--- src/design/uart_pkg.sv ---
/*
 * Serial port shared definitions
 * Bit timing, register map, receive entry and read word layouts
 */
`default_nettype none

package uart_pkg;

	// Receiver oversampling, one sample tick every CLKS_PER_SAMPLE clocks
	localparam int CLKS_PER_SAMPLE = 2;
	localparam int SAMPLES_PER_BIT = 8;

	// One serial bit period in clocks
	localparam int CLKS_PER_BIT = CLKS_PER_SAMPLE * SAMPLES_PER_BIT;

	// Start bit, eight data bits, stop bit
	localparam int FRAME_BITS = 10;

	// Receive FIFO entries
	localparam int RX_FIFO_DEPTH = 8;

	// Register map
	localparam logic [31:0] STATUS_ADDR = 32'h0000_0000;
	localparam logic [31:0] RX_ADDR = 32'h0000_0004;
	localparam logic [31:0] TX_ADDR = 32'h0000_0008;

	// Received character with its error flag, bit 8 is frame_error
	typedef struct packed {
		logic frame_error;
		logic [7:0] data;
	} rx_entry_t;

	// Status register, tx_ready in bit 0
	typedef struct packed {
		logic [28:0] reserved;
		logic rx_overrun;
		logic rx_available;
		logic tx_ready;
	} status_t;

	// Receive data register, entry in the low bits
	typedef struct packed {
		logic [31 - $bits(rx_entry_t):0] reserved;
		rx_entry_t entry;
	} rx_view_t;

	// Read word, decoded by address
	typedef union packed {
		status_t status;
		rx_view_t rx;
	} io_word_u;

endpackage

`default_nettype wire
--- src/design/uart.sv ---
/*
 * Memory-mapped serial port
 * Status, receive and transmit registers over the transmitter, receiver and receive FIFO
 */
`default_nettype none

module uart
(
	input wire logic clk,
	input wire logic arst_n,
	input wire logic [31:0] io_address,
	input wire logic io_read_en,
	input wire logic io_write_en,
	input wire logic [31:0] io_write_data,
	output logic [31:0] io_read_data,
	output logic uart_tx,
	input wire logic uart_rx
);

	// Address decode
	logic status_sel;
	logic rx_sel;
	logic tx_sel;

	logic tx_ready;
	logic tx_start;

	uart_pkg::rx_entry_t rx_entry;
	logic rx_valid;

	uart_pkg::rx_entry_t fifo_head;
	logic fifo_enqueue;
	logic fifo_dequeue;
	logic fifo_full;
	logic fifo_empty;

	// Sticky until status is read
	logic rx_overrun;

	uart_pkg::io_word_u read_word;

	assign status_sel = io_address == uart_pkg::STATUS_ADDR;
	assign rx_sel = io_address == uart_pkg::RX_ADDR;
	assign tx_sel = io_address == uart_pkg::TX_ADDR;

	// Writes while a frame is in flight are dropped
	assign tx_start = io_write_en && tx_sel && tx_ready;

	// Pop only a real entry
	assign fifo_dequeue = io_read_en && rx_sel && !fifo_empty;
	// Full FIFO drops the character
	assign fifo_enqueue = rx_valid && !fifo_full;

	always_ff @(posedge clk or negedge arst_n)
	begin
		if (!arst_n)
			rx_overrun <= 1'b0;
		else if (rx_valid && fifo_full)
			rx_overrun <= 1'b1;  // new loss wins over a same-cycle clear
		else if (io_read_en && status_sel)
			rx_overrun <= 1'b0;
	end

	// Read word valid in the same cycle as the address
	always_comb
	begin
		read_word = '0;
		case (1'b1)
			status_sel:
			begin
				read_word.status.reserved = '0;
				read_word.status.rx_overrun = rx_overrun;
				read_word.status.rx_available = !fifo_empty;
				read_word.status.tx_ready = tx_ready;
			end
			rx_sel:
			begin
				read_word.rx.reserved = '0;
				// Empty FIFO reads as zero
				read_word.rx.entry = fifo_empty ? '0 : fifo_head;
			end
			default: read_word = '0;
		endcase
		io_read_data = read_word;
	end

	uart_transmit uart_transmit_inst
	(
		.clk(clk),
		.arst_n(arst_n),
		.tx_start(tx_start),
		.tx_char(io_write_data[7:0]),
		.tx_ready(tx_ready),
		.uart_tx(uart_tx)
	);

	uart_receive uart_receive_inst
	(
		.clk(clk),
		.arst_n(arst_n),
		.uart_rx(uart_rx),
		.rx_entry(rx_entry),
		.rx_valid(rx_valid)
	);

	sync_fifo rx_fifo_inst
	(
		.clk(clk),
		.arst_n(arst_n),
		.enqueue(fifo_enqueue),
		.wr_entry(rx_entry),
		.dequeue(fifo_dequeue),
		.rd_entry(fifo_head),
		.full(fifo_full),
		.empty(fifo_empty)
	);

	// FIFO flags follow each gated push and pop without wrapping
	push_not_empty: assert property (@(posedge clk) disable iff (!arst_n)
		fifo_enqueue |=> !fifo_empty)
		else $error("uart: FIFO empty after enqueue");

	pop_not_full: assert property (@(posedge clk) disable iff (!arst_n)
		fifo_dequeue && !fifo_enqueue |=> !fifo_full)
		else $error("uart: FIFO full after dequeue");

endmodule

`default_nettype wire

--- src/design/uart_receive.sv ---
/*
 * Serial receiver
 * 8x oversampling, start-bit validation, mid-bit sampling, stop-bit check
 */
`default_nettype none

module uart_receive
(
	input wire logic clk,
	input wire logic arst_n,
	input wire logic uart_rx,
	output uart_pkg::rx_entry_t rx_entry,
	output logic rx_valid
);

	typedef enum logic [1:0] {
		RX_IDLE,
		RX_START,
		RX_DATA,
		RX_STOP
	} rx_state_t;

	rx_state_t state;

	// Two-flop synchronizer on the async line
	logic rx_meta;
	logic rx_sync;

	// Sample tick divider
	logic [$clog2(uart_pkg::CLKS_PER_SAMPLE)-1:0] div_cnt;
	logic sample_tick;

	logic [$clog2(uart_pkg::SAMPLES_PER_BIT)-1:0] sample_cnt;
	logic [2:0] bit_cnt;
	logic [7:0] shift_reg;

	logic mid_start;
	logic bit_point;

	always_ff @(posedge clk or negedge arst_n)
	begin
		if (!arst_n)
		begin
			// Line idles high
			rx_meta <= 1'b1;
			rx_sync <= 1'b1;
		end
		else
		begin
			rx_meta <= uart_rx;
			rx_sync <= rx_meta;
		end
	end

	always_ff @(posedge clk or negedge arst_n)
	begin
		if (!arst_n)
			div_cnt <= '0;
		else if (sample_tick)
			div_cnt <= '0;
		else
			div_cnt <= div_cnt + 1'b1;
	end

	assign sample_tick = int'(div_cnt) == uart_pkg::CLKS_PER_SAMPLE - 1;

	// Half a bit after the falling edge
	assign mid_start = sample_tick && state == RX_START
		&& int'(sample_cnt) == uart_pkg::SAMPLES_PER_BIT / 2 - 1;
	// Middle of a data or stop bit, one full bit after the previous sample
	assign bit_point = sample_tick && (state == RX_DATA || state == RX_STOP)
		&& int'(sample_cnt) == uart_pkg::SAMPLES_PER_BIT - 1;

	always_ff @(posedge clk or negedge arst_n)
	begin
		if (!arst_n)
		begin
			state <= RX_IDLE;
			sample_cnt <= '0;
			bit_cnt <= '0;
			rx_valid <= 1'b0;
		end
		else
		begin
			// Single-cycle pulse
			rx_valid <= 1'b0;
			if (sample_tick)
			begin
				case (state)
					RX_IDLE:
					begin
						// Falling edge seen on a tick
						if (!rx_sync)
						begin
							state <= RX_START;
							sample_cnt <= '0;
						end
					end

					RX_START:
					begin
						if (mid_start)
						begin
							// Glitch if the line is already back high
							state <= rx_sync ? RX_IDLE : RX_DATA;
							sample_cnt <= '0;
							bit_cnt <= '0;
						end
						else
							sample_cnt <= sample_cnt + 1'b1;
					end

					RX_DATA:
					begin
						if (bit_point)
						begin
							sample_cnt <= '0;
							if (int'(bit_cnt) == $bits(shift_reg) - 1)
								state <= RX_STOP;
							else
								bit_cnt <= bit_cnt + 1'b1;
						end
						else
							sample_cnt <= sample_cnt + 1'b1;
					end

					RX_STOP:
					begin
						if (bit_point)
						begin
							// Deliver even with a bad stop bit
							state <= RX_IDLE;
							rx_valid <= 1'b1;
						end
						else
							sample_cnt <= sample_cnt + 1'b1;
					end

					default: state <= RX_IDLE;
				endcase
			end
		end
	end

	// Character assembly, LSB arrives first
	always_ff @(posedge clk)
	begin
		if (bit_point && state == RX_DATA)
			shift_reg <= {rx_sync, shift_reg[7:1]};
		if (bit_point && state == RX_STOP)
		begin
			rx_entry.data <= shift_reg;
			rx_entry.frame_error <= !rx_sync;
		end
	end

	// A full frame separates any two deliveries
	valid_pulse: assert property (@(posedge clk) disable iff (!arst_n)
		rx_valid |=> !rx_valid)
		else $error("uart_receive: rx_valid held two cycles");

endmodule

`default_nettype wire

--- src/design/uart_transmit.sv ---
/*
 * Serial transmitter
 * Sends one 8N1 frame per accepted character, LSB first
 */
`default_nettype none

module uart_transmit
(
	input wire logic clk,
	input wire logic arst_n,
	input wire logic tx_start,
	input wire logic [7:0] tx_char,
	output logic tx_ready,
	output logic uart_tx
);

	logic busy;
	// Clocks within the current bit
	logic [$clog2(uart_pkg::CLKS_PER_BIT)-1:0] period_cnt;
	// Bits of the frame already sent
	logic [$clog2(uart_pkg::FRAME_BITS)-1:0] bit_cnt;
	// Frame shifter, bit 0 drives the line
	logic [uart_pkg::FRAME_BITS-1:0] shift_reg;

	logic bit_end;

	assign tx_ready = !busy;
	// Idle shifter holds all ones so the line rests high
	assign uart_tx = shift_reg[0];

	assign bit_end = int'(period_cnt) == uart_pkg::CLKS_PER_BIT - 1;

	always_ff @(posedge clk or negedge arst_n)
	begin
		if (!arst_n)
		begin
			busy <= 1'b0;
			period_cnt <= '0;
			bit_cnt <= '0;
			shift_reg <= '1;
		end
		else if (tx_start)
		begin
			// Stop bit, data, start bit
			busy <= 1'b1;
			period_cnt <= '0;
			bit_cnt <= '0;
			shift_reg <= {1'b1, tx_char, 1'b0};
		end
		else if (busy)
		begin
			if (bit_end)
			begin
				period_cnt <= '0;
				// Shift in ones behind the frame
				shift_reg <= {1'b1, shift_reg[uart_pkg::FRAME_BITS-1:1]};
				if (int'(bit_cnt) == uart_pkg::FRAME_BITS - 1)
					busy <= 1'b0;
				else
					bit_cnt <= bit_cnt + 1'b1;
			end
			else
				period_cnt <= period_cnt + 1'b1;
		end
	end

	// Top level must hold off writes until the frame is out
	start_when_idle: assert property (@(posedge clk) disable iff (!arst_n)
		tx_start |-> !busy)
		else $error("uart_transmit: start while busy");

endmodule

`default_nettype wire

--- src/design/sync_fifo.sv ---
/*
 * Receive FIFO
 * Circular buffer of receive entries, head visible without read latency
 */
`default_nettype none

module sync_fifo
(
	input wire logic clk,
	input wire logic arst_n,
	input wire logic enqueue,
	input wire uart_pkg::rx_entry_t wr_entry,
	input wire logic dequeue,
	output uart_pkg::rx_entry_t rd_entry,
	output logic full,
	output logic empty
);

	// Entry storage
	uart_pkg::rx_entry_t mem [uart_pkg::RX_FIFO_DEPTH];

	logic [$clog2(uart_pkg::RX_FIFO_DEPTH)-1:0] wr_ptr;
	logic [$clog2(uart_pkg::RX_FIFO_DEPTH)-1:0] rd_ptr;
	// One extra bit so a full buffer is representable
	logic [$clog2(uart_pkg::RX_FIFO_DEPTH):0] count;

	assign full = int'(count) == uart_pkg::RX_FIFO_DEPTH;
	assign empty = count == '0;

	// Head entry straight out of the array
	assign rd_entry = mem[rd_ptr];

	always_ff @(posedge clk)
	begin
		if (enqueue)
			mem[wr_ptr] <= wr_entry;
	end

	// Pointers and occupancy
	always_ff @(posedge clk or negedge arst_n)
	begin
		if (!arst_n)
		begin
			wr_ptr <= '0;
			rd_ptr <= '0;
			count <= '0;
		end
		else
		begin
			if (enqueue)
			begin
				// Wrap at the last slot
				if (int'(wr_ptr) == uart_pkg::RX_FIFO_DEPTH - 1)
					wr_ptr <= '0;
				else
					wr_ptr <= wr_ptr + 1'b1;
			end

			if (dequeue)
			begin
				if (int'(rd_ptr) == uart_pkg::RX_FIFO_DEPTH - 1)
					rd_ptr <= '0;
				else
					rd_ptr <= rd_ptr + 1'b1;
			end

			// Simultaneous push and pop leaves the count alone
			case ({enqueue, dequeue})
				2'b10: count <= count + 1'b1;
				2'b01: count <= count - 1'b1;
				default: count <= count;
			endcase
		end
	end

	// Occupancy bound across any push/pop history
	count_bound: assert property (@(posedge clk) disable iff (!arst_n)
		int'(count) <= uart_pkg::RX_FIFO_DEPTH)
		else $error("sync_fifo: occupancy %0d above depth", count);

endmodule

`default_nettype wire

--- config.mk ---
export PLATFORM = sky130hd
export DESIGN_NAME = uart
export DESIGN_NICKNAME = d
export VERILOG_FILES = /design/src/design/uart_pkg.sv /design/src/design/uart.sv /design/src/design/uart_receive.sv /design/src/design/uart_transmit.sv /design/src/design/sync_fifo.sv
export SDC_FILE = /design/constraint.sdc
export NUM_CORES = 1
export LEC_CHECK = 0
export BUFFER_PORTS_ARGS = -buffer_cell sky130_fd_sc_hd__buf_2
export CELL_PAD_IN_SITES_DETAIL_PLACEMENT = 1
export CELL_PAD_IN_SITES_GLOBAL_PLACEMENT = 1
export CORE_MARGIN = 2
export CORE_UTILIZATION = 41
export CTS_CLUSTER_DIAMETER = 40
export DETAILED_ROUTE_END_ITERATION = 6
export GPL_TIMING_DRIVEN = 0
export HOLD_SLACK_MARGIN = 0.05
export PLACE_DENSITY_LB_ADDON = 0.1
export SLEW_MARGIN = 20
export SYNTH_ARGS = -nofsm -noshare
export SYNTH_HDL_FRONTEND = slang
export SYNTH_SLANG_ARGS = --single-unit
--- constraint.sdc ---
create_clock -name clk -period 2.5 [get_ports clk]
set_input_delay 0.125 -clock clk [delete_from_list [all_inputs] [get_ports clk]]
set_output_delay 0.125 -clock clk [all_outputs]
set_load 0.005 [all_outputs]
# Word level (Yosys, flattened, before mapping)
# Memory sizes are Yosys's and may differ from the RTL's.
# Index checks and enable logic that the tools add are counted.
# Widths: inputs -> output; s select.
# word_totals
output_inout_bits	33
mem_bits_rw	72
memories	1
input_bits	69
wordCells	126
register_bits	59
# mem_list
name	words	width	rd	rd_clocked_by_memory_dff	write_ports	line_no	rtl
rx_fifo_inst.mem	8	9	1	0	1	sync_fifo.sv:20	uart_pkg::rx_entry_t mem [uart_pkg::RX_FIFO_DEPTH];
# classes
n_mux	44
n_eq_ne	23
n_reduce_logical	31
addsub	9
# ops
cell	count
$eq 32x3->1 const B	1
$eq 32x4->1 const B	1
$logic_not 32->1	1
$mux 10	3
$mux 4	7
$mux 3	9
$mux 9	3
$logic_and 1x1->1	13
$add 3x1->3 const B	4
$add 4x1->4 const B	3
$eq 3x1->1 const B	4
$mux 1	12
$mux 2	6
$pmux 3 s4	1
$ne 2x2->1 const B	5
$reduce_bool 2->1	5
$eq 4x4->1 const B	2
$pmux 2 s4	1
$pmux 4 s2	1
$eq 2x2->1 const B	3
$ne 2x1->1 const B	3
$pmux 3 s2	1
$reduce_and 3->1	2
$reduce_and 6->1	1
other kinds (11)	15

# Logic depth before layout (Yosys ltp)
# logic_depth
word_depth	7
ltp_mapped	11

# Modules after synthesis
# A second synthesis with hierarchy kept.
# hier_totals
cells_unflattened	387
area_unflattened_um2	5853.1
# by_module_without_submodules
mod	cells_each	area_each_um2	instances	seq_area_each_um2
sync_fifo	163	3375.7	1	2412.3
uart_receive	73	1134.8	1	813.3
uart_transmit	90	915.9	1	461.7
uart	61	426.7	1	25.0

# Worst setup path after synthesis
# Ideal clock, no wire load.
# synth_path
path_type	register -> register
from	register rx_fifo_inst.count[1] in the netlist's numbering
to	register rx_fifo_inst.count[2] in the netlist's numbering
path_stages_with_launch	12
required_time_ns	2.374
setup_ns	0.126
arrival_ns	2.256
setup_slack_ns	0.117
path_cell_list	dfrtp_1 clkbuf_1 nor3_1 a21bo_2 clkbuf_1 ha_1 xor2_1 ha_1 a21oi_1 xor2_1 nor2_1 xor2_1
# synth_via
elab_chain_len	5
elab_cells_between_ends	12
classes_between	add/sub: 2; eq/ne: 3; mux: 1; reduce/logical: 6
# synth_rtl
element	line_no	rtl
from (decl)	sync_fifo.sv:25	logic [$clog2(uart_pkg::RX_FIFO_DEPTH):0] count;
from (signal assigned)	sync_fifo.sv:69	2'b10: count <= count + 1'b1;
from (signal assigned)	sync_fifo.sv:70	2'b01: count <= count - 1'b1;
from (signal assigned)	sync_fifo.sv:71	default: count <= count;
$eq 4x4->1 / $logic_not 4->1 (equally long branches)	sync_fifo.sv:27, sync_fifo.sv:28	
$logic_not 1->1, on equally long branches	uart.sv:52, uart.sv:50	
$logic_and 1x1->1, on equally long branches	uart.sv:52, uart.sv:50	
$eq 2x1->1 / $eq 2x2->1 (equally long branches)	sync_fifo.sv:68	case ({enqueue, dequeue})
$pmux 4 s2 / $reduce_bool 2->1 (equally long branches)	n/a	
# Parallel ways exist; a longest one is shown, timed or not.
# A chain may end at the register's enable or synchronous reset.

# Worst setup path after layout
# layout_path
from	register rx_fifo_inst.rd_ptr[0] in the netlist's numbering
to	output port io_read_data[2]
# layout_via
elab_chain_len	4
# layout_rtl
element	line_no	rtl
from (decl)	sync_fifo.sv:23	logic [$clog2(uart_pkg::RX_FIFO_DEPTH)-1:0] rd_ptr;
from (signal assigned)	sync_fifo.sv:64	rd_ptr <= rd_ptr + 1'b1;
$mem_v2 8x9	n/a	
$mux 9	uart.sv:80	read_word.rx.entry = fifo_empty ? '0 : fifo_head;
$mux 9 (2 in series)	uart.sv:68	case (1'b1)
to (decl)	uart.sv:15	output logic [31:0] io_read_data,
# Every way passes these cells.

==> results.md <==
- Wirelength, routed: 12000 um
- Gate Count Post-Synth: slightly below 400
- Critical path's slowest cell: mux4_2
- M1 GR Usage: 0.235
- Most used cell along the critical path: buf_2
- Final period utilization: 0.928
- Critical path buffers and inverters: 2
- Clk root buf: clkbuf_16
- FP Rows: 43
- # clock sinks: 130
- CTS tree: built
- Final hold viol count: 0
- Number of flops mapped to enable cells by yosys: 89
- Worst setup SP type: flop
- Period minus WS final: 2.32 ns
- Leak pwr: approximately 2.8 nW
- Vias in the first global route: approximately 3600
- Cell variety after synth: 48
- Cells along the critical path: buf_2 -> mux4_2 -> mux2i_1 -> o22ai_1 -> buf_2
- Primary FF master, synth: edfxtp_1
- Min-delay worst type: input pin to flop
- H-Tree Level Count: 4
- Final Hold Slack: 0.0722 ns
- Warnings from Yosys: 0
- Worst slack, placed: -0.395 ns
- Post-synth ARST share: 0.315
- Register area share after synthesis: 0.640
- Grt ovf: 0
- Mean area per synthesized cell: 14.7 um2
- Met3 Resource Use GR: 0.0383
- Critical Path AT: 2.20 ns
- CP Max Fanout: 10
- GR peak layer: met2
- Synth-to-layout area growth: 22.6%
- IO Count: ~100
- Final nets: roughly 590
- Status: complete, no violations
- Placer Congestion: 0.684
- Post-CTS Setup Bufs: 0
- DR WL/cell: ~17 um
- Final core occ: 0.514
- Pwr/cell area: 712 mW/mm2
- PnR worst setup slack: 0.179 ns
- Clock Skew: 0.00696 ns
- # diodes: 0
- Final ANT Viol Nets: 0
- Crit path largest cell delay: about 0.56 ns
- Delay-heaviest family, CP: multiplexers
- Largest net degree at the start of global routing: 42
- IO buf count: between 50 and 60
- Met2 Resource Use GR: 0.270
- Max_cap viols: 0
- Total core area: 0.0138 mm2
- Crit Path Category: flop to output pin
- Final Max Slew Viols: 0
- Fraction of layout cells with a size suffix above 1: 0.359
- DR iter-0 viols: 197
- Worst EP required: ~2.4 ns
- Synth area leader: edfxtp_1
- Clock latency on the worst-skew pair: ~0.41 ns
- First-pass GRT wire length: ~19000 um
- Commonest non-fill, non-tap cell in the layout: edfxtp_1
- Tot GR Track Use: 0.173
- Top cells by area, synth: edfxtp_1 (46%), dfrtp_1 (13%), mux4_2 (7.0%), dfstp_2 (5.0%), ha_1 (3.2%)
- Detailed-route via count: 3527
- Setup repair after global routing missed its margin: false
- Die Ht: 123 um
- Post-Synthesis Cell Area: 0.00580 mm2
- Starting density of the core: 0.419
- #FFs+latches synth: 130
- DRT Pass-1 Iters: 5
- Most frequent cells in the layout: edfxtp_1 (89), buf_2 (57), nand2_1 (37)
- Max FFs per register: 72
- Width of the die: 123 um
- DIE AREA: 0.0151 mm2
- Worst reg2reg setup slack: 0.21 ns
- CTS clock-pin slew for the worst setup and hold paths: 0.06 ns
- Vias/cell: about 5
- Longest Clk Path Bufs: 2
- Post-route cell area: about 0.0071 mm2
- DRC: 0
- Antenna violations before repair: 0
- Worst Max-Slew Pin Slew: 1.03 ns
- Power after layout: 5.06 mW
- FMAX: 431 MHz
- Post-placement cell area: between 0.006 and 0.007 mm2
- DP HPWL: between 8000 and 9000 um
- # setup viols final: 0
- Setup crit end kind: output pin
- Max_slew headroom: 0.316
- Worst IR drop on VDD: 363 uV
- Cts bufs inserted: 17
- Share of the synthesized area in the top cell type: 0.461
-- synthesized netlist by cell type (all sizes together), types with 2 or more instances --
master and instances:
nand3b 2, or4 2, mux2i 11, mux4 18, inv 11, edfxtp 89
or3 2, nor2b 3, nor2 19, buf 27, a22o 3, nand2 37
ha 15, a21o 2, dfrtp 30, nand3 5, a21oi 7, nand4 6
o22ai 3, a31oi 2, nor4 11, xor2 6, nand2b 6, nor3b 2
nor3 12, o21ai 12, and3 2, clkbuf 12, dfstp 11, mux2 15
-- area by class of cell --
class / instances / area, um2
fillers: 1403 / 6720
flip-flops and latches: 130 / 3710
multi-input cells: 236 / 1950
clock buffers: 19 / 433
repair buffers: 70 / 419
plain buffers: 37 / 239
well taps: 180 / 225
clock inverters: 13 / 90.1
inverters: 11 / 41.3
-- metrics by stage --
step / std cells / TNS (ns)
final: 696 / 0
after global routing: 696 / 0
after CTS: 696 / 0
after detailed placement: 656 / -0.945
after global placement: 650 / -27.03
after floorplan: 416 / 0
-- power breakdown --
| part | total, mW | internal [mW] | switching, mW | leakage [nW] |
|---|---|---|---|---|
| Sequential | 2.45 | 2.37 | 0.0800 | 1.28 |
| Combinational | 0.446 | 0.211 | 0.235 | 1.28 |
| Clock | 2.17 | 1.26 | 0.906 | 0.251 |
| Total | 5.06 | 3.84 | 1.22 | 2.81 |
-- worst register-to-register path: stages (launching register included) --
cell and delay [ns]:
dfrtp_1 0.35, buf_2 0.17, nor3_2 0.33, a21bo_4 0.29, ha_2 0.28, xor2_1 0.08
ha_1 0.18, a21oi_1 0.14, xor2_1 0.15, nor2_1 0.06, xor2_1 0.14
-- routing by layer --
| metal | wire length (um) | part of all wire |
|---|---|---|
| met5 | 0 | 0 |
| met4 | 177 | 0.015 |
| met3 | 589 | 0.049 |
| met2 | 5690 | 0.48 |
| met1 | 5490 | 0.46 |
-- cells by family after synthesis --
kind of cell | synth area share
adders and majority gates | 0.0324
and+or+nand+nor | 0.105
AOI/OAI and AO/OA | 0.0395
DFF | 0.640
other | 0.000647
xor gates and xnor gates | 0.0106
buffers and inverters | 0.0488
muxes | 0.123
-- final timing paths --
path | start | to | cells after the start
worst min register to register | uart_receive_inst.rx_meta | uart_receive_inst.rx_sync | 0
worst max register to register | rx_fifo_inst.count[1] | rx_fifo_inst.count[2] | 10
worst max-delay path | rx_fifo_inst.rd_ptr[0] | io_read_data[2] | 5
max in group asynchronous | arst_n | rx_fifo_inst.count[0] | 2
worst min-delay path | io_read_en | rx_overrun | 3
min in group asynchronous | arst_n | rx_fifo_inst.rd_ptr[1] | 2
-- what timing repair did --
action / CTS / global route
gates resized for setup: 6 / 7
endpoints found under the hold margin: 39 / 0
pin swaps: 0 / 2
hold buffers: 10 / 0
setup endpoints to repair: 12 / 3
No activity file was read; power rests on OpenSTA's default activity.
